--- src/uniboard_pkg.sv ---
//############################
// protocol constants, bus widths, peripheral map and state types
// UART timing assumes clk_12MHz, so BAUD_DIV of 12 gives 1 Mbaud
// only peripheral 2 (motor PWM) is mapped, all others read as empty
//############################
`default_nettype none

package uniboard_pkg;
	// UART bit period in clock cycles
	localparam int unsigned BAUD_DIV = 12;
	localparam int unsigned BAUD_CNT_W = $clog2(BAUD_DIV);
	// reload values for the bit timers, count down to zero
	localparam logic [BAUD_CNT_W-1:0] BIT_LAST = BAUD_CNT_W'(BAUD_DIV - 1);
	localparam logic [BAUD_CNT_W-1:0] HALF_LAST = BAUD_CNT_W'(BAUD_DIV / 2 - 1);

	// framing bytes
	localparam logic [7:0] BYTE_START = 8'h01;
	localparam logic [7:0] BYTE_END = 8'h17;
	localparam logic [7:0] BYTE_ESC = 8'h1B;

	// command payload, extra bytes beyond this are dropped
	localparam int unsigned MAX_CMD_BYTES = 6;
	localparam int unsigned CMD_CNT_W = $clog2(MAX_CMD_BYTES + 1);
	localparam logic [CMD_CNT_W-1:0] CMD_CNT_MAX = CMD_CNT_W'(MAX_CMD_BYTES);

	// internal peripheral bus
	localparam int unsigned DATA_W = 32;
	localparam int unsigned ADDR_W = 8;
	localparam int unsigned SIZE_W = 3;
	localparam int unsigned PERIPH_W = 7;

	// peripheral map
	localparam logic [PERIPH_W-1:0] PWM_PERIPH = 7'd2;
	localparam logic [ADDR_W-1:0] PWM_ADDR_LEFT = 8'd0;
	localparam logic [ADDR_W-1:0] PWM_ADDR_RIGHT = 8'd1;
	localparam int unsigned PWM_W = 8;

	typedef enum logic [1:0] {RX_IDLE, RX_START, RX_DATA, RX_STOP} rx_state_t;
	typedef enum logic [1:0] {TX_IDLE, TX_START, TX_DATA, TX_STOP} tx_state_t;
	typedef enum logic [1:0] {DEC_IDLE, DEC_IN_FRAME, DEC_ESCAPED} decode_state_t;
	typedef enum logic [2:0] {
		ENG_IDLE, ENG_SETUP, ENG_STROBE, ENG_HOLD, ENG_GAP, ENG_CAPTURE, ENG_REPLY
	} engine_state_t;
	typedef enum logic [2:0] {
		REP_IDLE, REP_SEND, REP_ESC_PENDING, REP_WAIT_BUSY, REP_DONE
	} reply_state_t;
endpackage

`default_nettype wire

--- src/uart_rx.sv ---
//############################
// 8N1 receiver, LSB first
// rx must already be synchronous to clk_12MHz
// a frame with a low stop bit is dropped silently
//############################
`default_nettype none

module uart_rx (
	input  logic       clk_12MHz,
	input  logic       reset,
	input  logic       rx,
	output logic [7:0] rx_data,
	output logic       rx_strobe
);
	uniboard_pkg::rx_state_t state;
	logic [uniboard_pkg::BAUD_CNT_W-1:0] timer;
	logic [2:0] bit_idx;

	always_ff @(posedge clk_12MHz)
	begin
		rx_strobe <= 1'b0;
		if (reset)
		begin
			state <= uniboard_pkg::RX_IDLE;
			timer <= '0;
			bit_idx <= '0;
		end
		else if (state == uniboard_pkg::RX_IDLE)
		begin
			// falling edge, aim for the middle of the start bit
			if (!rx)
			begin
				state <= uniboard_pkg::RX_START;
				timer <= uniboard_pkg::HALF_LAST;
			end
		end
		else if (timer != '0)
			timer <= timer - 1'b1;
		else
		begin
			// mid-bit sample point
			timer <= uniboard_pkg::BIT_LAST;
			case (state)
				uniboard_pkg::RX_START:
				begin
					// glitch, not a real start bit
					state <= rx ? uniboard_pkg::RX_IDLE : uniboard_pkg::RX_DATA;
					bit_idx <= '0;
				end
				uniboard_pkg::RX_DATA:
				begin
					rx_data <= {rx, rx_data[7:1]};
					bit_idx <= bit_idx + 1'b1;
					if (bit_idx == 3'd7)
						state <= uniboard_pkg::RX_STOP;
				end
				default:
				begin
					rx_strobe <= rx;
					state <= uniboard_pkg::RX_IDLE;
				end
			endcase
		end
	end

	// decoder counts each pulse as one byte
	assert property (@(posedge clk_12MHz) disable iff (reset) rx_strobe |=> !rx_strobe);
endmodule

`default_nettype wire

--- src/uart_tx.sv ---
//############################
// 8N1 transmitter, LSB first
// tx_send is only honoured while tx_busy is low
//############################
`default_nettype none

module uart_tx (
	input  logic       clk_12MHz,
	input  logic       reset,
	input  logic [7:0] tx_data,
	input  logic       tx_send,
	output logic       tx,
	output logic       tx_busy
);
	uniboard_pkg::tx_state_t state;
	logic [uniboard_pkg::BAUD_CNT_W-1:0] timer;
	logic [2:0] bit_idx;
	logic [7:0] shift;

	// high from the cycle after tx_send to the end of the stop bit
	assign tx_busy = (state != uniboard_pkg::TX_IDLE);

	always_ff @(posedge clk_12MHz)
	begin
		if (reset)
		begin
			state <= uniboard_pkg::TX_IDLE;
			tx <= 1'b1;
			timer <= '0;
			bit_idx <= '0;
		end
		else if (state == uniboard_pkg::TX_IDLE)
		begin
			if (tx_send)
			begin
				tx <= 1'b0;
				shift <= tx_data;
				timer <= uniboard_pkg::BIT_LAST;
				state <= uniboard_pkg::TX_START;
			end
		end
		else if (timer != '0)
			timer <= timer - 1'b1;
		else
		begin
			timer <= uniboard_pkg::BIT_LAST;
			case (state)
				uniboard_pkg::TX_START:
				begin
					tx <= shift[0];
					shift <= shift >> 1;
					bit_idx <= '0;
					state <= uniboard_pkg::TX_DATA;
				end
				uniboard_pkg::TX_DATA:
				begin
					// after bit 7 comes the stop bit
					tx <= (bit_idx == 3'd7) ? 1'b1 : shift[0];
					shift <= shift >> 1;
					bit_idx <= bit_idx + 1'b1;
					if (bit_idx == 3'd7)
						state <= uniboard_pkg::TX_STOP;
				end
				default:
					state <= uniboard_pkg::TX_IDLE;
			endcase
		end
	end

	// the encoder must wait out each byte
	assert property (@(posedge clk_12MHz) disable iff (reset) tx_busy |-> !tx_send);
endmodule

`default_nettype wire

--- src/frame_decoder.sv ---
//############################
// strips start, end and escape bytes from the host stream
// frames shorter than two bytes are dropped without a strobe
// cmd_* outputs are valid with cmd_strobe until the next start byte
//############################
`default_nettype none

module frame_decoder (
	input  logic                                clk_12MHz,
	input  logic                                reset,
	input  logic [7:0]                          rx_data,
	input  logic                                rx_strobe,
	output logic                                cmd_strobe,
	output logic                                cmd_read,
	output logic [uniboard_pkg::PERIPH_W-1:0]   cmd_periph,
	output logic [uniboard_pkg::ADDR_W-1:0]     cmd_addr,
	output logic [uniboard_pkg::DATA_W-1:0]     cmd_wdata
);
	uniboard_pkg::decode_state_t state;
	logic [uniboard_pkg::CMD_CNT_W-1:0] byte_count;
	logic [7:0] cmd_buf [uniboard_pkg::MAX_CMD_BYTES];
	logic is_start;
	logic is_end;
	logic is_esc;
	logic store;
	logic restart;

	assign is_start = (rx_data == uniboard_pkg::BYTE_START);
	assign is_end = (rx_data == uniboard_pkg::BYTE_END);
	assign is_esc = (rx_data == uniboard_pkg::BYTE_ESC);

	// start byte outside a frame, or a new start inside one
	assign restart = rx_strobe && is_start && (state != uniboard_pkg::DEC_ESCAPED);
	// escaped bytes are always payload
	assign store = rx_strobe && byte_count < uniboard_pkg::CMD_CNT_MAX
		&& ((state == uniboard_pkg::DEC_ESCAPED)
		|| (state == uniboard_pkg::DEC_IN_FRAME && !is_start && !is_end && !is_esc));

	always_ff @(posedge clk_12MHz)
	begin
		cmd_strobe <= 1'b0;
		if (reset)
		begin
			state <= uniboard_pkg::DEC_IDLE;
			byte_count <= '0;
		end
		else if (rx_strobe)
		begin
			if (restart)
			begin
				state <= uniboard_pkg::DEC_IN_FRAME;
				byte_count <= '0;
			end
			else if (state == uniboard_pkg::DEC_ESCAPED)
				state <= uniboard_pkg::DEC_IN_FRAME;
			else if (state == uniboard_pkg::DEC_IN_FRAME)
			begin
				if (is_end)
				begin
					// need at least peripheral and address
					cmd_strobe <= (byte_count >= 2);
					state <= uniboard_pkg::DEC_IDLE;
				end
				else if (is_esc)
					state <= uniboard_pkg::DEC_ESCAPED;
			end
			if (store)
				byte_count <= byte_count + 1'b1;
		end
	end

	// missing write-data bytes read as zero
	always_ff @(posedge clk_12MHz)
	begin
		if (restart)
		begin
			for (int i = 0; i < uniboard_pkg::MAX_CMD_BYTES; i++)
				cmd_buf[i] <= 8'h00;
		end
		else if (store)
			cmd_buf[byte_count] <= rx_data;
	end

	assign cmd_read = cmd_buf[0][7];
	assign cmd_periph = cmd_buf[0][6:0];
	assign cmd_addr = cmd_buf[1];
	assign cmd_wdata = {cmd_buf[5], cmd_buf[4], cmd_buf[3], cmd_buf[2]};

	assert property (@(posedge clk_12MHz) disable iff (reset)
		byte_count <= uniboard_pkg::CMD_CNT_MAX);
endmodule

`default_nettype wire

--- src/command_engine.sv ---
//############################
// single bus master, one access per command
// a write is always followed by a readback of the same register
// commands that arrive while busy are dropped
//############################
`default_nettype none

module command_engine (
	input  logic                                clk_12MHz,
	input  logic                                reset,
	input  logic                                cmd_strobe,
	input  logic                                cmd_read,
	input  logic [uniboard_pkg::PERIPH_W-1:0]   cmd_periph,
	input  logic [uniboard_pkg::ADDR_W-1:0]     cmd_addr,
	input  logic [uniboard_pkg::DATA_W-1:0]     cmd_wdata,
	output logic [uniboard_pkg::ADDR_W-1:0]     bus_addr,
	output logic                                bus_rw,
	output logic [uniboard_pkg::DATA_W-1:0]     bus_wdata,
	output logic                                pwm_select,
	input  logic [uniboard_pkg::DATA_W-1:0]     pwm_rdata,
	input  logic [uniboard_pkg::SIZE_W-1:0]     pwm_size,
	output logic                                reply_strobe,
	output logic [7:0]                          reply_head0,
	output logic [7:0]                          reply_head1,
	output logic [uniboard_pkg::DATA_W-1:0]     reply_data,
	output logic [uniboard_pkg::SIZE_W-1:0]     reply_size,
	input  logic                                reply_busy
);
	uniboard_pkg::engine_state_t state;
	logic op_write;
	logic is_pwm;

	always_ff @(posedge clk_12MHz)
	begin
		reply_strobe <= 1'b0;
		if (reset)
		begin
			state <= uniboard_pkg::ENG_IDLE;
			bus_rw <= 1'b1;
			pwm_select <= 1'b0;
			op_write <= 1'b0;
			is_pwm <= 1'b0;
		end
		else
		begin
			case (state)
				uniboard_pkg::ENG_IDLE:
					if (cmd_strobe)
					begin
						op_write <= !cmd_read;
						is_pwm <= (cmd_periph == uniboard_pkg::PWM_PERIPH);
						state <= uniboard_pkg::ENG_SETUP;
					end
				// rw settles a cycle ahead of select
				uniboard_pkg::ENG_SETUP:
				begin
					bus_rw <= !op_write;
					state <= uniboard_pkg::ENG_STROBE;
				end
				// unmapped peripherals never see a select
				uniboard_pkg::ENG_STROBE:
				begin
					pwm_select <= is_pwm;
					state <= uniboard_pkg::ENG_HOLD;
				end
				uniboard_pkg::ENG_HOLD:
					state <= op_write ? uniboard_pkg::ENG_GAP : uniboard_pkg::ENG_CAPTURE;
				// select low before the readback
				uniboard_pkg::ENG_GAP:
				begin
					pwm_select <= 1'b0;
					op_write <= 1'b0;
					state <= uniboard_pkg::ENG_SETUP;
				end
				uniboard_pkg::ENG_CAPTURE:
				begin
					pwm_select <= 1'b0;
					reply_strobe <= 1'b1;
					state <= uniboard_pkg::ENG_REPLY;
				end
				// encoder holds reply_busy until the end byte is queued
				uniboard_pkg::ENG_REPLY:
					if (!reply_busy)
						state <= uniboard_pkg::ENG_IDLE;
				default:
					state <= uniboard_pkg::ENG_IDLE;
			endcase
		end
	end

	always_ff @(posedge clk_12MHz)
	begin
		if (state == uniboard_pkg::ENG_IDLE && cmd_strobe)
		begin
			bus_addr <= cmd_addr;
			bus_wdata <= cmd_wdata;
			reply_head0 <= {cmd_read, cmd_periph};
			reply_head1 <= cmd_addr;
		end
		// read data is valid in the last select cycle
		if (state == uniboard_pkg::ENG_CAPTURE)
		begin
			reply_data <= is_pwm ? pwm_rdata : '0;
			reply_size <= is_pwm ? pwm_size : '0;
		end
	end

	assert property (@(posedge clk_12MHz) disable iff (reset)
		pwm_select && $past(pwm_select) |-> $stable(bus_addr) && $stable(bus_rw));
endmodule

`default_nettype wire

--- src/reply_encoder.sv ---
//############################
// serializes start, head0, head1, data bytes and end into uart_tx
// at most 4 data bytes are sent, LSB first
// head and data bytes matching a framing byte get an escape first
//############################
`default_nettype none

module reply_encoder (
	input  logic                                clk_12MHz,
	input  logic                                reset,
	input  logic                                reply_strobe,
	input  logic [7:0]                          reply_head0,
	input  logic [7:0]                          reply_head1,
	input  logic [uniboard_pkg::DATA_W-1:0]     reply_data,
	input  logic [uniboard_pkg::SIZE_W-1:0]     reply_size,
	output logic                                reply_busy,
	output logic [7:0]                          tx_data,
	output logic                                tx_send,
	input  logic                                tx_busy
);
	uniboard_pkg::reply_state_t state;
	// 0 start, 1 head0, 2 head1, 3 data then end
	logic [1:0] idx;
	logic [uniboard_pkg::SIZE_W-1:0] data_left;
	logic literal_next;
	logic [7:0] head0_q;
	logic [7:0] head1_q;
	logic [uniboard_pkg::DATA_W-1:0] data_q;
	logic [7:0] cur_byte;
	logic is_marker;
	logic is_end;
	logic load;
	logic send_esc;

	always_comb
	begin
		is_end = (idx == 2'd3) && (data_left == '0);
		is_marker = (idx == 2'd0) || is_end;
		case (idx)
			2'd0: cur_byte = uniboard_pkg::BYTE_START;
			2'd1: cur_byte = head0_q;
			2'd2: cur_byte = head1_q;
			default: cur_byte = is_end ? uniboard_pkg::BYTE_END : data_q[7:0];
		endcase
	end

	assign load = (state == uniboard_pkg::REP_SEND) && !tx_busy;
	assign send_esc = !is_marker && !literal_next
		&& (cur_byte == uniboard_pkg::BYTE_START || cur_byte == uniboard_pkg::BYTE_END
		|| cur_byte == uniboard_pkg::BYTE_ESC);
	// includes the strobe cycle so the engine never sees a gap
	assign reply_busy = (state != uniboard_pkg::REP_IDLE) || reply_strobe;

	always_ff @(posedge clk_12MHz)
	begin
		tx_send <= 1'b0;
		if (reset)
		begin
			state <= uniboard_pkg::REP_IDLE;
			idx <= '0;
			data_left <= '0;
			literal_next <= 1'b0;
		end
		else
		begin
			case (state)
				uniboard_pkg::REP_IDLE:
					if (reply_strobe)
					begin
						idx <= '0;
						data_left <= (reply_size > 3'd4) ? 3'd4 : reply_size;
						literal_next <= 1'b0;
						state <= uniboard_pkg::REP_SEND;
					end
				uniboard_pkg::REP_SEND:
					if (!tx_busy)
					begin
						tx_send <= 1'b1;
						if (send_esc)
							state <= uniboard_pkg::REP_ESC_PENDING;
						else
						begin
							literal_next <= 1'b0;
							state <= is_end ? uniboard_pkg::REP_DONE
								: uniboard_pkg::REP_WAIT_BUSY;
							if (idx != 2'd3)
								idx <= idx + 1'b1;
							else if (data_left != '0)
								data_left <= data_left - 1'b1;
						end
					end
				// wait for the transmitter to take the escape
				uniboard_pkg::REP_ESC_PENDING:
					if (tx_busy)
					begin
						literal_next <= 1'b1;
						state <= uniboard_pkg::REP_SEND;
					end
				uniboard_pkg::REP_WAIT_BUSY:
					if (tx_busy)
						state <= uniboard_pkg::REP_SEND;
				// end byte accepted
				default:
					if (tx_busy)
						state <= uniboard_pkg::REP_IDLE;
			endcase
		end
	end

	always_ff @(posedge clk_12MHz)
	begin
		if (state == uniboard_pkg::REP_IDLE && reply_strobe)
		begin
			head0_q <= reply_head0;
			head1_q <= reply_head1;
			data_q <= reply_data;
		end
		else if (load && !send_esc && idx == 2'd3)
			data_q <= data_q >> 8;
		if (load)
			tx_data <= send_esc ? uniboard_pkg::BYTE_ESC : cur_byte;
	end
endmodule

`default_nettype wire

--- src/motor_pwm.sv ---
//############################
// two 8-bit duty registers, PWM period 256 clk_12MHz cycles
// writes land on the rising edge of pwm_select
//############################
`default_nettype none

module motor_pwm (
	input  logic                                clk_12MHz,
	input  logic                                reset,
	input  logic [uniboard_pkg::ADDR_W-1:0]     bus_addr,
	input  logic                                bus_rw,
	input  logic [uniboard_pkg::DATA_W-1:0]     bus_wdata,
	input  logic                                pwm_select,
	output logic [uniboard_pkg::DATA_W-1:0]     pwm_rdata,
	output logic [uniboard_pkg::SIZE_W-1:0]     pwm_size,
	output logic                                pwm_left,
	output logic                                pwm_right
);
	logic [uniboard_pkg::PWM_W-1:0] duty_left;
	logic [uniboard_pkg::PWM_W-1:0] duty_right;
	logic [uniboard_pkg::PWM_W-1:0] counter;
	logic select_q;

	always_ff @(posedge clk_12MHz)
	begin
		if (reset)
		begin
			duty_left <= '0;
			duty_right <= '0;
			counter <= '0;
			select_q <= 1'b0;
			pwm_left <= 1'b0;
			pwm_right <= 1'b0;
		end
		else
		begin
			select_q <= pwm_select;
			counter <= counter + 1'b1;
			// high while the counter is below the duty
			pwm_left <= (counter < duty_left);
			pwm_right <= (counter < duty_right);
			if (pwm_select && !select_q && !bus_rw)
			begin
				if (bus_addr == uniboard_pkg::PWM_ADDR_LEFT)
					duty_left <= bus_wdata[uniboard_pkg::PWM_W-1:0];
				else if (bus_addr == uniboard_pkg::PWM_ADDR_RIGHT)
					duty_right <= bus_wdata[uniboard_pkg::PWM_W-1:0];
			end
		end
	end

	// unknown addresses read as size 0, data 0
	always_comb
	begin
		pwm_rdata = '0;
		pwm_size = '0;
		if (pwm_select && bus_rw)
		begin
			if (bus_addr == uniboard_pkg::PWM_ADDR_LEFT)
			begin
				pwm_rdata = {{(uniboard_pkg::DATA_W - uniboard_pkg::PWM_W){1'b0}}, duty_left};
				pwm_size = 3'd1;
			end
			else if (bus_addr == uniboard_pkg::PWM_ADDR_RIGHT)
			begin
				pwm_rdata = {{(uniboard_pkg::DATA_W - uniboard_pkg::PWM_W){1'b0}}, duty_right};
				pwm_size = 3'd1;
			end
		end
	end
endmodule

`default_nettype wire

--- src/uniboard_top.sv ---
//############################
// command link top level
// reset comes from outside, synchronous and active high
//############################
`default_nettype none

module uniboard_top (
	input  logic clk_12MHz,
	input  logic reset,
	input  logic uart_rx,
	output logic uart_tx,
	output logic motor_pwm_l,
	output logic motor_pwm_r
);
	logic [7:0] rx_data;
	logic rx_strobe;
	logic cmd_strobe;
	logic cmd_read;
	logic [uniboard_pkg::PERIPH_W-1:0] cmd_periph;
	logic [uniboard_pkg::ADDR_W-1:0] cmd_addr;
	logic [uniboard_pkg::DATA_W-1:0] cmd_wdata;
	logic [uniboard_pkg::ADDR_W-1:0] bus_addr;
	logic bus_rw;
	logic [uniboard_pkg::DATA_W-1:0] bus_wdata;
	logic pwm_select;
	logic [uniboard_pkg::DATA_W-1:0] pwm_rdata;
	logic [uniboard_pkg::SIZE_W-1:0] pwm_size;
	logic reply_strobe;
	logic [7:0] reply_head0;
	logic [7:0] reply_head1;
	logic [uniboard_pkg::DATA_W-1:0] reply_data;
	logic [uniboard_pkg::SIZE_W-1:0] reply_size;
	logic reply_busy;
	logic [7:0] tx_data;
	logic tx_send;
	logic tx_busy;

	uart_rx u_rx (.clk_12MHz, .reset, .rx(uart_rx), .rx_data, .rx_strobe);

	frame_decoder u_decoder (.clk_12MHz, .reset, .rx_data, .rx_strobe, .cmd_strobe,
		.cmd_read, .cmd_periph, .cmd_addr, .cmd_wdata);

	// only bus master
	command_engine u_engine (.clk_12MHz, .reset, .cmd_strobe, .cmd_read, .cmd_periph,
		.cmd_addr, .cmd_wdata, .bus_addr, .bus_rw, .bus_wdata, .pwm_select, .pwm_rdata,
		.pwm_size, .reply_strobe, .reply_head0, .reply_head1, .reply_data, .reply_size,
		.reply_busy);

	// peripheral 2
	motor_pwm u_pwm (.clk_12MHz, .reset, .bus_addr, .bus_rw, .bus_wdata, .pwm_select,
		.pwm_rdata, .pwm_size, .pwm_left(motor_pwm_l), .pwm_right(motor_pwm_r));

	reply_encoder u_encoder (.clk_12MHz, .reset, .reply_strobe, .reply_head0, .reply_head1,
		.reply_data, .reply_size, .reply_busy, .tx_data, .tx_send, .tx_busy);

	uart_tx u_tx (.clk_12MHz, .reset, .tx_data, .tx_send, .tx(uart_tx), .tx_busy);
endmodule

`default_nettype wire

--- config.mk ---
export PLATFORM = sky130hd
export DESIGN_NAME = uniboard_top
export DESIGN_NICKNAME = d
export VERILOG_FILES = /design/src/uniboard_pkg.sv /design/src/uart_rx.sv /design/src/uart_tx.sv /design/src/frame_decoder.sv /design/src/command_engine.sv /design/src/reply_encoder.sv /design/src/motor_pwm.sv /design/src/uniboard_top.sv
export SDC_FILE = /design/constraint.sdc
export NUM_CORES = 1
export LEC_CHECK = 0
export BUFFER_PORTS_ARGS = -buffer_cell sky130_fd_sc_hd__buf_2
export CORE_ASPECT_RATIO = 0.6
export CORE_MARGIN = 5
export CORE_UTILIZATION = 25
export DETAILED_ROUTE_END_ITERATION = 8
export PLACE_DENSITY = 0.39
export SYNTH_ARGS = -nofsm -noshare
export SYNTH_HDL_FRONTEND = slang
export SYNTH_SLANG_ARGS = --single-unit
--- constraint.sdc ---
create_clock -name clk_12MHz -period 4.7 [get_ports clk_12MHz]
set_input_delay 0.705 -clock clk_12MHz [delete_from_list [all_inputs] [get_ports clk_12MHz]]
set_output_delay 0.705 -clock clk_12MHz [all_outputs]
set_load 0.1 [all_outputs]
Word level (Yosys, flattened, before mapping)
Memory sizes are Yosys's and may differ from the RTL's. A register that Yosys moved wholly into a read port is not among the register bits.
Index checks and enable logic that the tools add are counted.
Storage, ports and cells
  word-level logic and storage cells: 281
  output and inout port bits: 3
  memories: 1
  register bits after elaboration: 186
  memory bits (writable): 48
  input port bits: 3
Memory list
  u_decoder.cmd_buf: depth 6, width 8, rd ports 3, clocked after Yosys merged registers in 2, write ports 6, RTL line frame_decoder.sv:21  | logic [7:0] cmd_buf [uniboard_pkg::MAX_CMD_BYTES];
Cells by class
  add/subtract/negate cells: 8
  reduce and logical (&&, ||, !) cells: 86
  bitwise operators: 12
  equal/unequal tests: 46
  order comparisons: 5
  multiplexer cells: 84
Operators by type and width (number)
  $mux W32: 2
  $mux W8: 8
  $mux W3: 17
  $mux W2: 18
  $eq A8 B5 Y1 const B: 4
  $eq A8 B1 Y1 const B: 3
  $mux W4: 6
  $ne A2 B2 Y1 const B: 12
  $pmux W8 S3: 1
  $pmux W3 S7: 1
  $reduce_and A3 Y1: 7
  $mux W1: 20
  $logic_and A1 B1 Y1: 18
  $pmux W3 S2: 3
  $reduce_bool A2 Y1: 9
  $reduce_bool A3 Y1: 6
  $lt A8 B8 Y1: 2
  $eq A3 B3 Y1 const B: 5
  $eq A3 B2 Y1 const B: 4
  $not A1 Y1: 12
  $pmux W2 S2: 3
  $reduce_and A2 Y1: 6
  $reduce_and A4 Y1: 3
  $reduce_bool A4 Y1: 3
  other kinds (29): 68

Depth between registers and ports, before layout
Gate-level depths: netlist (run 1).
  word-level depth: 13
  gate-level depth with buffers: 11
  depth with buffers taken out: 10

Cells and area by module
A second synthesis (run 1) with hierarchy kept.
Second synthesis, totals
  cell total of the unflattened synthesis: 913
  area, all modules: 11964.0 µm²
By module, submodules not included
  command_engine: area each 3155.5 µm², times used 1, seq. area each 2652.5 µm², cells an instance 172
  reply_encoder: area each 3046.7 µm², times used 1, seq. area each 1881.8 µm², cells an instance 215
  frame_decoder: area each 2235.9 µm², times used 1, seq. area each 1561.5 µm², cells an instance 174
  motor_pwm: area each 1761.7 µm², times used 1, seq. area each 540.5 µm², cells an instance 195
  uart_tx: area each 924.6 µm², times used 1, seq. area each 440.4 µm², cells an instance 82
  uart_rx: area each 839.6 µm², times used 1, seq. area each 440.4 µm², cells an instance 75

Least setup slack after synthesis (run 1)
OpenSTA, ideal clock, no wires.
  path kind: reg-to-reg
  from: register u_encoder.idx[0]
  to: register u_encoder.state[0]
  required time: 4.566 ns
  setup slack: 2.388 ns
  clock period less this slack: 2.312 ns
  buffers on the path: 1
  data arrival time: 2.177 ns
  cell stages (with the launch flop): 11
  library setup time: 0.134 ns
  cells stage by stage: dfxtp_1 inv_1 ha_1 buf_6 a221oi_4 a21oi_1 nor4_2 o311ai_4 and2_4 a2111oi_2 a211oi_1
On the way
  word-level cells in the longest chain between the ends: 11
  elaborated cells between the ends (all ways): 20
  classes of those cells: eq/ne (6); mux (6); reduce/logical (8)
Ends and longest elaborated chain
  from (decl): RTL line reply_encoder.sv:23  | logic [1:0] idx;
  from (signal assigned): RTL line reply_encoder.sv:87  | idx <= idx + 1'b1;
  $eq A2 B2 Y1: RTL line reply_encoder.sv:37  | is_end = (idx == 2'd3) && (data_left == '0);
  $logic_and A1 B1 Y1: RTL line reply_encoder.sv:37
  $mux W8: RTL line reply_encoder.sv:43  | default: cur_byte = is_end ? uniboard_pkg::BYTE_END : data_q[7:0];
  $pmux W8 S3: RTL line reply_encoder.sv:39  | case (idx)
  $eq A8 B1 Y1 / $eq A8 B5 Y1 (equally long branches): RTL line reply_encoder.sv:49  | && (cur_byte == uniboard_pkg::BYTE_START || cur_byte == uniboard_pkg::BYTE_END
  $logic_or A1 B1 Y1: RTL line reply_encoder.sv:49
  $logic_or A1 B1 Y1: RTL line reply_encoder.sv:50  | || cur_byte == uniboard_pkg::BYTE_ESC);
  $logic_and A1 B1 Y1: RTL line reply_encoder.sv:49
  $mux W3 (*): RTL line reply_encoder.sv:79  | if (send_esc)
  $mux W3 (*): RTL line reply_encoder.sv:76  | if (!tx_busy)
  $pmux W3 S3 (*): RTL line reply_encoder.sv:66  | case (state)
  to (signal assigned): RTL line reply_encoder.sv:73  | state <= uniboard_pkg::REP_SEND;
  to (signal assigned): RTL line reply_encoder.sv:80  | state <= uniboard_pkg::REP_ESC_PENDING;
  to (signal assigned): RTL line reply_encoder.sv:84  | state <= is_end ? uniboard_pkg::REP_DONE
  to (decl): RTL line reply_encoder.sv:21  | uniboard_pkg::reply_state_t state;
Every way passes the cells marked *; elsewhere a longest branch is shown, timed or not. The select of a mux whose other input is x is not followed.
A chain may end at the register's enable or synchronous reset.

Worst setup path in the final report (run 1)
  from: register u_encoder.idx[1]
  to: register u_encoder.data_q[5] (netlist name), enable pin
On the way
  word-level cells in the longest chain between the ends: 12
  elaborated cells between the ends (all ways): 20
  classes of those cells: eq/ne (6); mux (2); reduce/logical (12)
Ends and longest elaborated chain
  $eq A2 B2 Y1: RTL line reply_encoder.sv:37, reply_encoder.sv:118
  $logic_and A1 B1 Y1: RTL line reply_encoder.sv:37
  $mux W8: RTL line reply_encoder.sv:43
  $pmux W8 S3: RTL line reply_encoder.sv:39
  $eq A8 B1 Y1 / $eq A8 B5 Y1 (equally long branches): RTL line reply_encoder.sv:49
  $logic_or A1 B1 Y1: RTL line reply_encoder.sv:49
  $logic_or A1 B1 Y1: RTL line reply_encoder.sv:50
  $logic_and A1 B1 Y1: RTL line reply_encoder.sv:49
  $logic_not A1 Y1: RTL line reply_encoder.sv:118  | else if (load && !send_esc && idx == 2'd3)
  $logic_and A1 B1 Y1: RTL line reply_encoder.sv:118
  $logic_and A1 B1 Y1 (*): RTL line reply_encoder.sv:118
  $reduce_bool A2 Y1 (no source line) (*)
  to (signal assigned): RTL line reply_encoder.sv:116  | data_q <= reply_data;
  to (signal assigned): RTL line reply_encoder.sv:119  | data_q <= data_q >> 8;
  to (decl): RTL line reply_encoder.sv:28  | logic [uniboard_pkg::DATA_W-1:0] data_q;
Every way passes the cells marked *; elsewhere a longest branch is shown, timed or not.

==> impl_metrics.tcl, run 1 <==
set metrics [dict create \
    synthCells 664 \
    start_kind "register" \
    post_cts_resize_count 0 \
    row_count 49 \
    synth_simple_gate_area_share 0.161 \
    hold-path-endpoint "u_engine.bus_wdata[7]" \
    worst-slew-pin-transition_ns 0.953 \
    timing.rr.start "u_encoder.idx[1]" \
    clk-insertion-delay-late_ns 0.44 \
    yosys.area.top_type "sky130_fd_sc_hd__edfxtp_1" \
    filler_cell_count 3052 \
    synth_mux_area_frac 0.0438 \
    drv.max_cap_violation_count 0 \
    count_of_unique_library_cells_instantiated_by_yosys 66 \
    final_hold_viol_count 0 \
    yosysWarnings 0 \
    layout_min_cycle_time_ns 2.94 \
    final_common_cell "sky130_fd_sc_hd__edfxtp_1" \
    worstReg2RegEnd "u_encoder.data_q[5]" \
    drive_above_1_share 0.107 \
    holdPathStages 0 \
    power.leakage_nw 3.06 \
    fp.dieArea_sq_um 34700 \
    fmaxAchievable_mhz 340 \
    routed-via-count 4683 \
    intPower_mw 2.49 \
    net_switching_power_uw 841 \
    clkTransAtPathRegs_ns 0.08 \
    required_ns 4.83 \
    global_route_wire_length_before_repair_mm 26.0 \
    core_footprint_sq_um 30200 \
    firstDrtPassIters 4 \
    preCtsSetupSlack_ns 1.83 \
    gp_routability_congestion 0.752 \
    worst-r2r-setup-slack_ns 1.76 \
    hold_path.class "reg2reg" \
    synth_xor_area_frac 0.0102 \
    r2r_cells 6 \
    worstPathCellList "ha_1 > a221oi_1 > a21o_2 > and4_4 > o311ai_4 > a31o_2" \
    most_frequently_used_flop_master_after_synthesis "sky130_fd_sc_hd__edfxtp_1" \
    detail_route.iter0.violations 267 \
    cpMaxStageDelayCell "sky130_fd_sc_hd__ha_1" \
    die_x_um 237 \
    synth-edff-count 105 \
    area_of_combinational_cells_with_multiple_inputs_sq_um 2850 \
    max-clock-path-buffers 2 \
    boundaryPins 6 \
    synth-adder-area-share 0.0614 \
    detailed_place_hpwl_mm 11.2 \
    largest_net_degree_at_the_start_of_global_routing 60 \
    die_h_um 146 \
    startpoint_of_the_lowest_slack_hold_path "u_decoder.cmd_buf[2][7]" \
    synthToLayoutAreaGrowth_pct 13.0 \
    peakVddDrop_uv 223 \
    drc 0 \
    root_buffer "sky130_fd_sc_hd__clkbuf_16" \
    vias_in_the_first_global_route 4661 \
    global_route_congestion_overflow_total 0 \
    final_net_count 709 \
    ctsHtreeMaxLevel 4 \
    startpoint "u_encoder.idx[1]" \
    postCtsSetupRepairBufs 0 \
    synth_area_leaders "sky130_fd_sc_hd__edfxtp_1 (41%), sky130_fd_sc_hd__dfxtp_1 (18%), sky130_fd_sc_hd__ha_1 (6.1%), sky130_fd_sc_hd__nor2_1 (3.6%), sky130_fd_sc_hd__mux2i_1 (3.4%)" \
    clock-sinks 176 \
    critical_path.max_fanout 23 \
    synth_compound_area_frac 0.0912 \
    cts_inserted_buffers 17 \
    postCtsHoldBufs 0 \
    rsz0062_at_grt "no" \
    setup.worst_path.class "reg2reg" \
    worst-endpoint-arrival_ns 3.07 \
    sw_share 0.252 \
    power_frac_comb 0.070 \
    holdWs_ns 0.422 \
    groute.usage.overall 0.0953 \
    fin_ws_ns 1.76 \
    status "completed" \
    layout_common_cells "sky130_fd_sc_hd__edfxtp_1 (105), sky130_fd_sc_hd__nor2_1 (74), sky130_fd_sc_hd__dfxtp_1 (71), sky130_fd_sc_hd__inv_1 (44), sky130_fd_sc_hd__ha_1 (38)" \
    worst_slew_margin_rel 0.360 \
    finalSetupViolCount 0 \
    tns_ns 0 \
    ys_ff_latch 176 \
    synth_top_area_frac 0.407 \
    power.density_nw_per_um2 381 \
    clock_tree_from_tritoncts "done" \
    placement.io_buffers 5 \
    postSynthAreaPerCell_sq_um 11.7 \
    mappedNetlistNets 705 \
    ff_latch_area_sq_um 4570 \
    maxSlewViolCount 0 \
    fin_worst_skew_ns 0.0129 \
    crit_path_end_kind "register" \
    max_stage_delay_ns 0.73 \
    async_flop_share 0 \
    ant_nets 0 \
    synth.yosys.seq_area_share 0.591 \
    number_of_antenna_violations_at_the_first_check_in_global_routing 0 \
    wl_per_cell_um 14.5 \
    post_synth_instance_area_sq_um 7740 \
    route.final.wire_length_mm 15.8 \
    detail_route.vias_per_cell 4.30 \
    synth_top_family_by_area "simple AND/OR/NAND/NOR gates" \
    period_share 0.627 \
    floorplan.initialDensity 0.256 \
    power.share.sequential 0.500 \
    num_antenna_cells 0 \
    power.clock.fraction 0.429 \
]
==> synthesized netlist by cell type, types with 3 or more instances <==
library cell	instances
sky130_fd_sc_hd__a211o_1	4
sky130_fd_sc_hd__a211oi_1	4
sky130_fd_sc_hd__a21o_1	5
sky130_fd_sc_hd__a21o_2	3
sky130_fd_sc_hd__a21oi_1	29
sky130_fd_sc_hd__a221oi_1	4
sky130_fd_sc_hd__a22oi_1	4
sky130_fd_sc_hd__a31oi_1	5
sky130_fd_sc_hd__a32oi_1	3
sky130_fd_sc_hd__and2_1	32
sky130_fd_sc_hd__and3_1	3
sky130_fd_sc_hd__buf_6	4
sky130_fd_sc_hd__clkbuf_1	13
sky130_fd_sc_hd__clkbuf_8	3
sky130_fd_sc_hd__dfxtp_1	71
sky130_fd_sc_hd__edfxtp_1	105
sky130_fd_sc_hd__ha_1	38
sky130_fd_sc_hd__inv_1	44
sky130_fd_sc_hd__mux2_2	7
sky130_fd_sc_hd__mux2i_1	26
sky130_fd_sc_hd__nand2_1	33
sky130_fd_sc_hd__nand2b_1	11
sky130_fd_sc_hd__nand3_1	9
sky130_fd_sc_hd__nand4_1	4
sky130_fd_sc_hd__nor2_1	75
sky130_fd_sc_hd__nor2b_1	10
sky130_fd_sc_hd__nor3_1	18
sky130_fd_sc_hd__nor4_1	13
sky130_fd_sc_hd__nor4b_1	3
sky130_fd_sc_hd__o21ai_0	18
sky130_fd_sc_hd__o22ai_1	7
sky130_fd_sc_hd__or2_2	3
sky130_fd_sc_hd__or3_1	5
sky130_fd_sc_hd__xnor2_1	5
sky130_fd_sc_hd__xor2_1	4
==> registers in the layout, summed over array words and instances, names as in the netlist, 3 cells and up <==
signal,cells
u_rx.rx_data,8
u_decoder.byte_count,3
u_encoder.data_q,8
u_encoder.state,3
u_engine.bus_addr,8
u_rx.bit_idx,3
u_rx.timer,4
u_pwm.duty_right,8
u_engine.bus_wdata,8
u_encoder.head1_q,8
u_engine.reply_data,8
u_engine.state,3
u_pwm.duty_left,8
u_tx.timer,4
u_tx.bit_idx,3
u_tx.shift,8
u_engine.reply_head0,8
u_decoder.cmd_buf,24
u_pwm.counter,8
u_encoder.head0_q,8
u_encoder.tx_data,8
u_encoder.data_left,3
==> stage by stage <==
step	power [mW]	utilization	std cells	instance area, sq um
finish	3.34	0.289	1089	8750
global placement	1.94	0.270	1057	8160
floorplan	1.89	-	664	7740
global route	3.49	0.289	1089	8750
detailed placement	1.94	0.270	1057	8160
CTS	3.39	0.289	1089	8750
==> kinds of logic (layout without fill, tap and decap cells) <==
group / Yosys count / count (layout)
AND/OR/NAND/NOR: 238 / 238
adder cells (fa/ha/maj): 38 / 38
AO/OA/AOI/OAI: 102 / 102
XOR/XNOR: 9 / 9
buffers and inverters: 68 / 85
flip-flops: 176 / 176
multiplexers: 33 / 33
==> worst max-delay path by stage <==
stage / endpoint / slack, ns
floorplan: u_encoder.state[0] / 2.39
global placement: u_encoder.state[0] / 1.98
detailed placement: u_encoder.data_q[4] / 1.83
CTS: u_encoder.data_q[5] / 1.80
global route: u_encoder.data_left[2] / 1.59
finish: u_encoder.data_q[5] / 1.76
==> power by group through the flow <==
| stage | clock network (mW) | logic [mW] | registers (mW) |
|---|---|---|---|
| finish | 1.43 | 0.234 | 1.67 |
| global placement | 0 | 0.233 | 1.70 |
| detailed placement | 0 | 0.238 | 1.70 |
| CTS | 1.48 | 0.240 | 1.67 |
| global route | 1.55 | 0.266 | 1.67 |
| floorplan | 0 | 0.154 | 1.73 |
==> routing by layer <==
metal	vias to the layer above	part of all wire	global-route usage
li1	2386	-	-
met1	2225	0.57	0.148
met2	60	0.38	0.126
met3	12	0.038	0.0271
met4	0	0.011	0.0294
met5	-	0	0
==> worst max-delay path: cells and delay by family, from the launching register on <==
family / cells / cell delay [ns]
DFF: 1 / 0.38
adders and majority gates: 1 / 0.73
AOI/OAI and AO/OA: 4 / 1.31
and+or+nand+nor: 1 / 0.21
==> area by class of cell <==
type,instances,area share
Multi-Input combinational cell,420,0.326
Timing Repair Buffer,9,0.00629
Inverter,44,0.0189
Clock inverter,15,0.0189
Sequential cell,176,0.523
Tap cell,408,0.0584
Clock buffer,17,0.0486
No activity file was read; power rests on OpenSTA's default activity.
==> inputs of run 2 (changes only) <==
- PLACE_DENSITY: 0.39 -> 0.41
- clock period: 4.7 -> 2.6 ns (I/O delays scaled with it)
==> impl_metrics.tcl, run 2 (synthesis results as in run 1) <==
set metrics [dict create \
    maxSlewViolCount 0 \
    peakVddDrop_uv 449 \
    setup.worst_path.class "reg2reg" \
    worst-endpoint-arrival_ns 2.85 \
    clock_tree_from_tritoncts "done" \
    power.clock.fraction 0.427 \
    largest_net_degree_at_the_start_of_global_routing 36 \
    cp_num_buf_inv 2 \
    layoutNonFillerInstCount 1115 \
    detailed_place_hpwl_mm 11.7 \
    largest-register "u_decoder.cmd_buf" \
    layout_common_cells "sky130_fd_sc_hd__edfxtp_1 (105), sky130_fd_sc_hd__nor2_1 (74), sky130_fd_sc_hd__dfxtp_1 (70), sky130_fd_sc_hd__inv_1 (44), sky130_fd_sc_hd__ha_1 (34)" \
    num_antenna_cells 0 \
    net_switching_power_mw 1.41 \
    final_common_cell "sky130_fd_sc_hd__edfxtp_1" \
    final_net_count 735 \
    power.leakage_nw 3.21 \
    timing.rr.start "u_encoder.data_left[0]" \
    filler_cell_count 3038 \
    power.total_mw 6.04 \
    row_count 49 \
    max_stage_delay_ns 0.42 \
    layout_min_cycle_time_ns 2.48 \
    detail_route.iter0.violations 244 \
    fin_util 0.300 \
    wl_per_cell_um 14.8 \
    drc 0 \
    placement_stage_cell_area_sq_um 8280 \
    die_h_um 146 \
    crit_cells 11 \
    global_route_wire_length_before_repair_mm 26.6 \
    worst_path_dominant_cell_family "simple AND/OR/NAND/NOR gates" \
    sw_share 0.234 \
    critical_path.max_fanout 5 \
    crit_path_end_kind "register" \
    fin_worst_skew_ns 0.0130 \
    holdPathStages 1 \
    floorplan.initialDensity 0.256 \
    fmaxAchievable_mhz 402 \
    ctsHtreeMaxLevel 4 \
    startpoint "u_encoder.data_left[0]" \
    clk-insertion-delay-late_ns 0.43 \
    startpoint_of_the_lowest_slack_hold_path "uart_rx" \
    required_ns 2.96 \
    synthToLayoutAreaGrowth_pct 17.1 \
    ff_latch_area_sq_um 4580 \
    routed-via-count 4844 \
    gp_routability_congestion 0.783 \
    fp.dieArea_sq_um 34700 \
    preCtsSetupSlack_ns -0.0964 \
    intPower_mw 4.63 \
    hold_path.class "in2reg" \
    core_footprint_sq_um 30200 \
    cpMaxStageDelayCell "sky130_fd_sc_hd__o311ai_4" \
    worst-slew-pin-transition_ns 0.813 \
    r2r_cells 11 \
    final_area_sq_um 9060 \
    area_of_combinational_cells_with_multiple_inputs_sq_um 2980 \
    tns_ns 0 \
    boundaryPins 6 \
    number_of_antenna_violations_at_the_first_check_in_global_routing 0 \
    fin_ws_ns 0.115 \
    flip_flop_count_of_the_largest_register_after_layout 24 \
    cts_inserted_buffers 17 \
    clkTransAtPathRegs_ns 0.07 \
    ant_nets 0 \
    start_kind "register" \
    placed_cells_incl_taps 1074 \
    period_share 0.956 \
    global_route_congestion_overflow_total 0 \
    groute.usage.overall 0.0979 \
    detail_route.vias_per_cell 4.34 \
    holdWs_ns 0.278 \
    die_x_um 237 \
    status "completed" \
    postCtsHoldBufs 0 \
    max-clock-path-buffers 2 \
    route.final.wire_length_mm 16.5 \
    power.density_nw_per_um2 666 \
    power.share.sequential 0.500 \
    root_buffer "sky130_fd_sc_hd__clkbuf_16" \
    vias_in_the_first_global_route 4818 \
    final_hold_viol_count 0 \
    drive_above_1_share 0.151 \
    worst_slew_margin_rel 0.458 \
    clock-sinks 176 \
    worstPathCellList "inv_1 > ha_2 > ha_4 > and2b_2 > a2bb2oi_4 > buf_4 > nor4_4 > o311ai_4 > nand2_2 > or3_1 > a21oi_1" \
    power_frac_comb 0.073 \
    firstDrtPassIters 4 \
    finalSetupViolCount 0 \
    drv.max_cap_violation_count 0 \
    placement.io_buffers 5 \
]
## run 2: cell count changes in the layout (fill, tap and decap cells not counted), moves of 3 or more
cell,previous run,this run
sky130_fd_sc_hd__buf_4,4,29
sky130_fd_sc_hd__inv_6,7,1
sky130_fd_sc_hd__clkinv_4,1,5
sky130_fd_sc_hd__ha_1,38,34
sky130_fd_sc_hd__inv_8,3,0
sky130_fd_sc_hd__o21ai_0,18,15
sky130_fd_sc_hd__o21ai_1,2,5
## run 2: worst paths after layout
| check | end | slack, ns |
|---|---|---|
| setup / recovery | u_encoder.data_left[1] | 0.12 |
| hold / removal | u_rx.rx_data[7] | 0.28 |
| setup reg to reg | u_encoder.data_left[1] | 0.12 |
| hold reg to reg | u_encoder.head0_q[6] | 0.41 |
## run 2: power by group through the flow
stage          registers [mW]  clock network (mW)  logic [mW]
2_1_floorplan            3.13                   0       0.279
3_3_place_gp             3.08                   0       0.430
3_5_place_dp             3.08                   0       0.445
4_1_cts                  3.02                2.67       0.446
5_1_grt                  3.03                2.77       0.490
6_report                 3.02                2.58       0.440
## run 2: cell type report
class / instances / share of cell area
inverter: 44 / 0.0182
multi-input combinational: 421 / 0.329
tap: 408 / 0.0563
timing repair buffer: 34 / 0.0268
clock buffer: 21 / 0.0508
sequential: 176 / 0.505
clock inverter: 11 / 0.0146
## run 2: routing by layer
layer / track usage / wire (um)
met2: 0.128 / 6380
met3: 0.0315 / 592
met5: 0 / 0
met1: 0.149 / 9270
met4: 0.0323 / 212
## run 2: repair_timing
item	4_1_cts	5_1_grt
setup endpoints to repair	12	41
gates resized for setup	5	17
setup buffers	2	6
pin swaps	1	7
cloned	1	0
## run 2: worst register-to-register path, stage by stage, from the launching register on
cell and delay [ns]:
sky130_fd_sc_hd__dfxtp_1 0.30, sky130_fd_sc_hd__inv_1 0.10, sky130_fd_sc_hd__ha_2 0.20, sky130_fd_sc_hd__ha_4 0.16, sky130_fd_sc_hd__and2b_2 0.27, sky130_fd_sc_hd__a2bb2oi_4 0.18, sky130_fd_sc_hd__buf_4 0.14, sky130_fd_sc_hd__nor4_4 0.04
sky130_fd_sc_hd__o311ai_4 0.42, sky130_fd_sc_hd__nand2_2 0.11, sky130_fd_sc_hd__or3_1 0.34, sky130_fd_sc_hd__a21oi_1 0.16
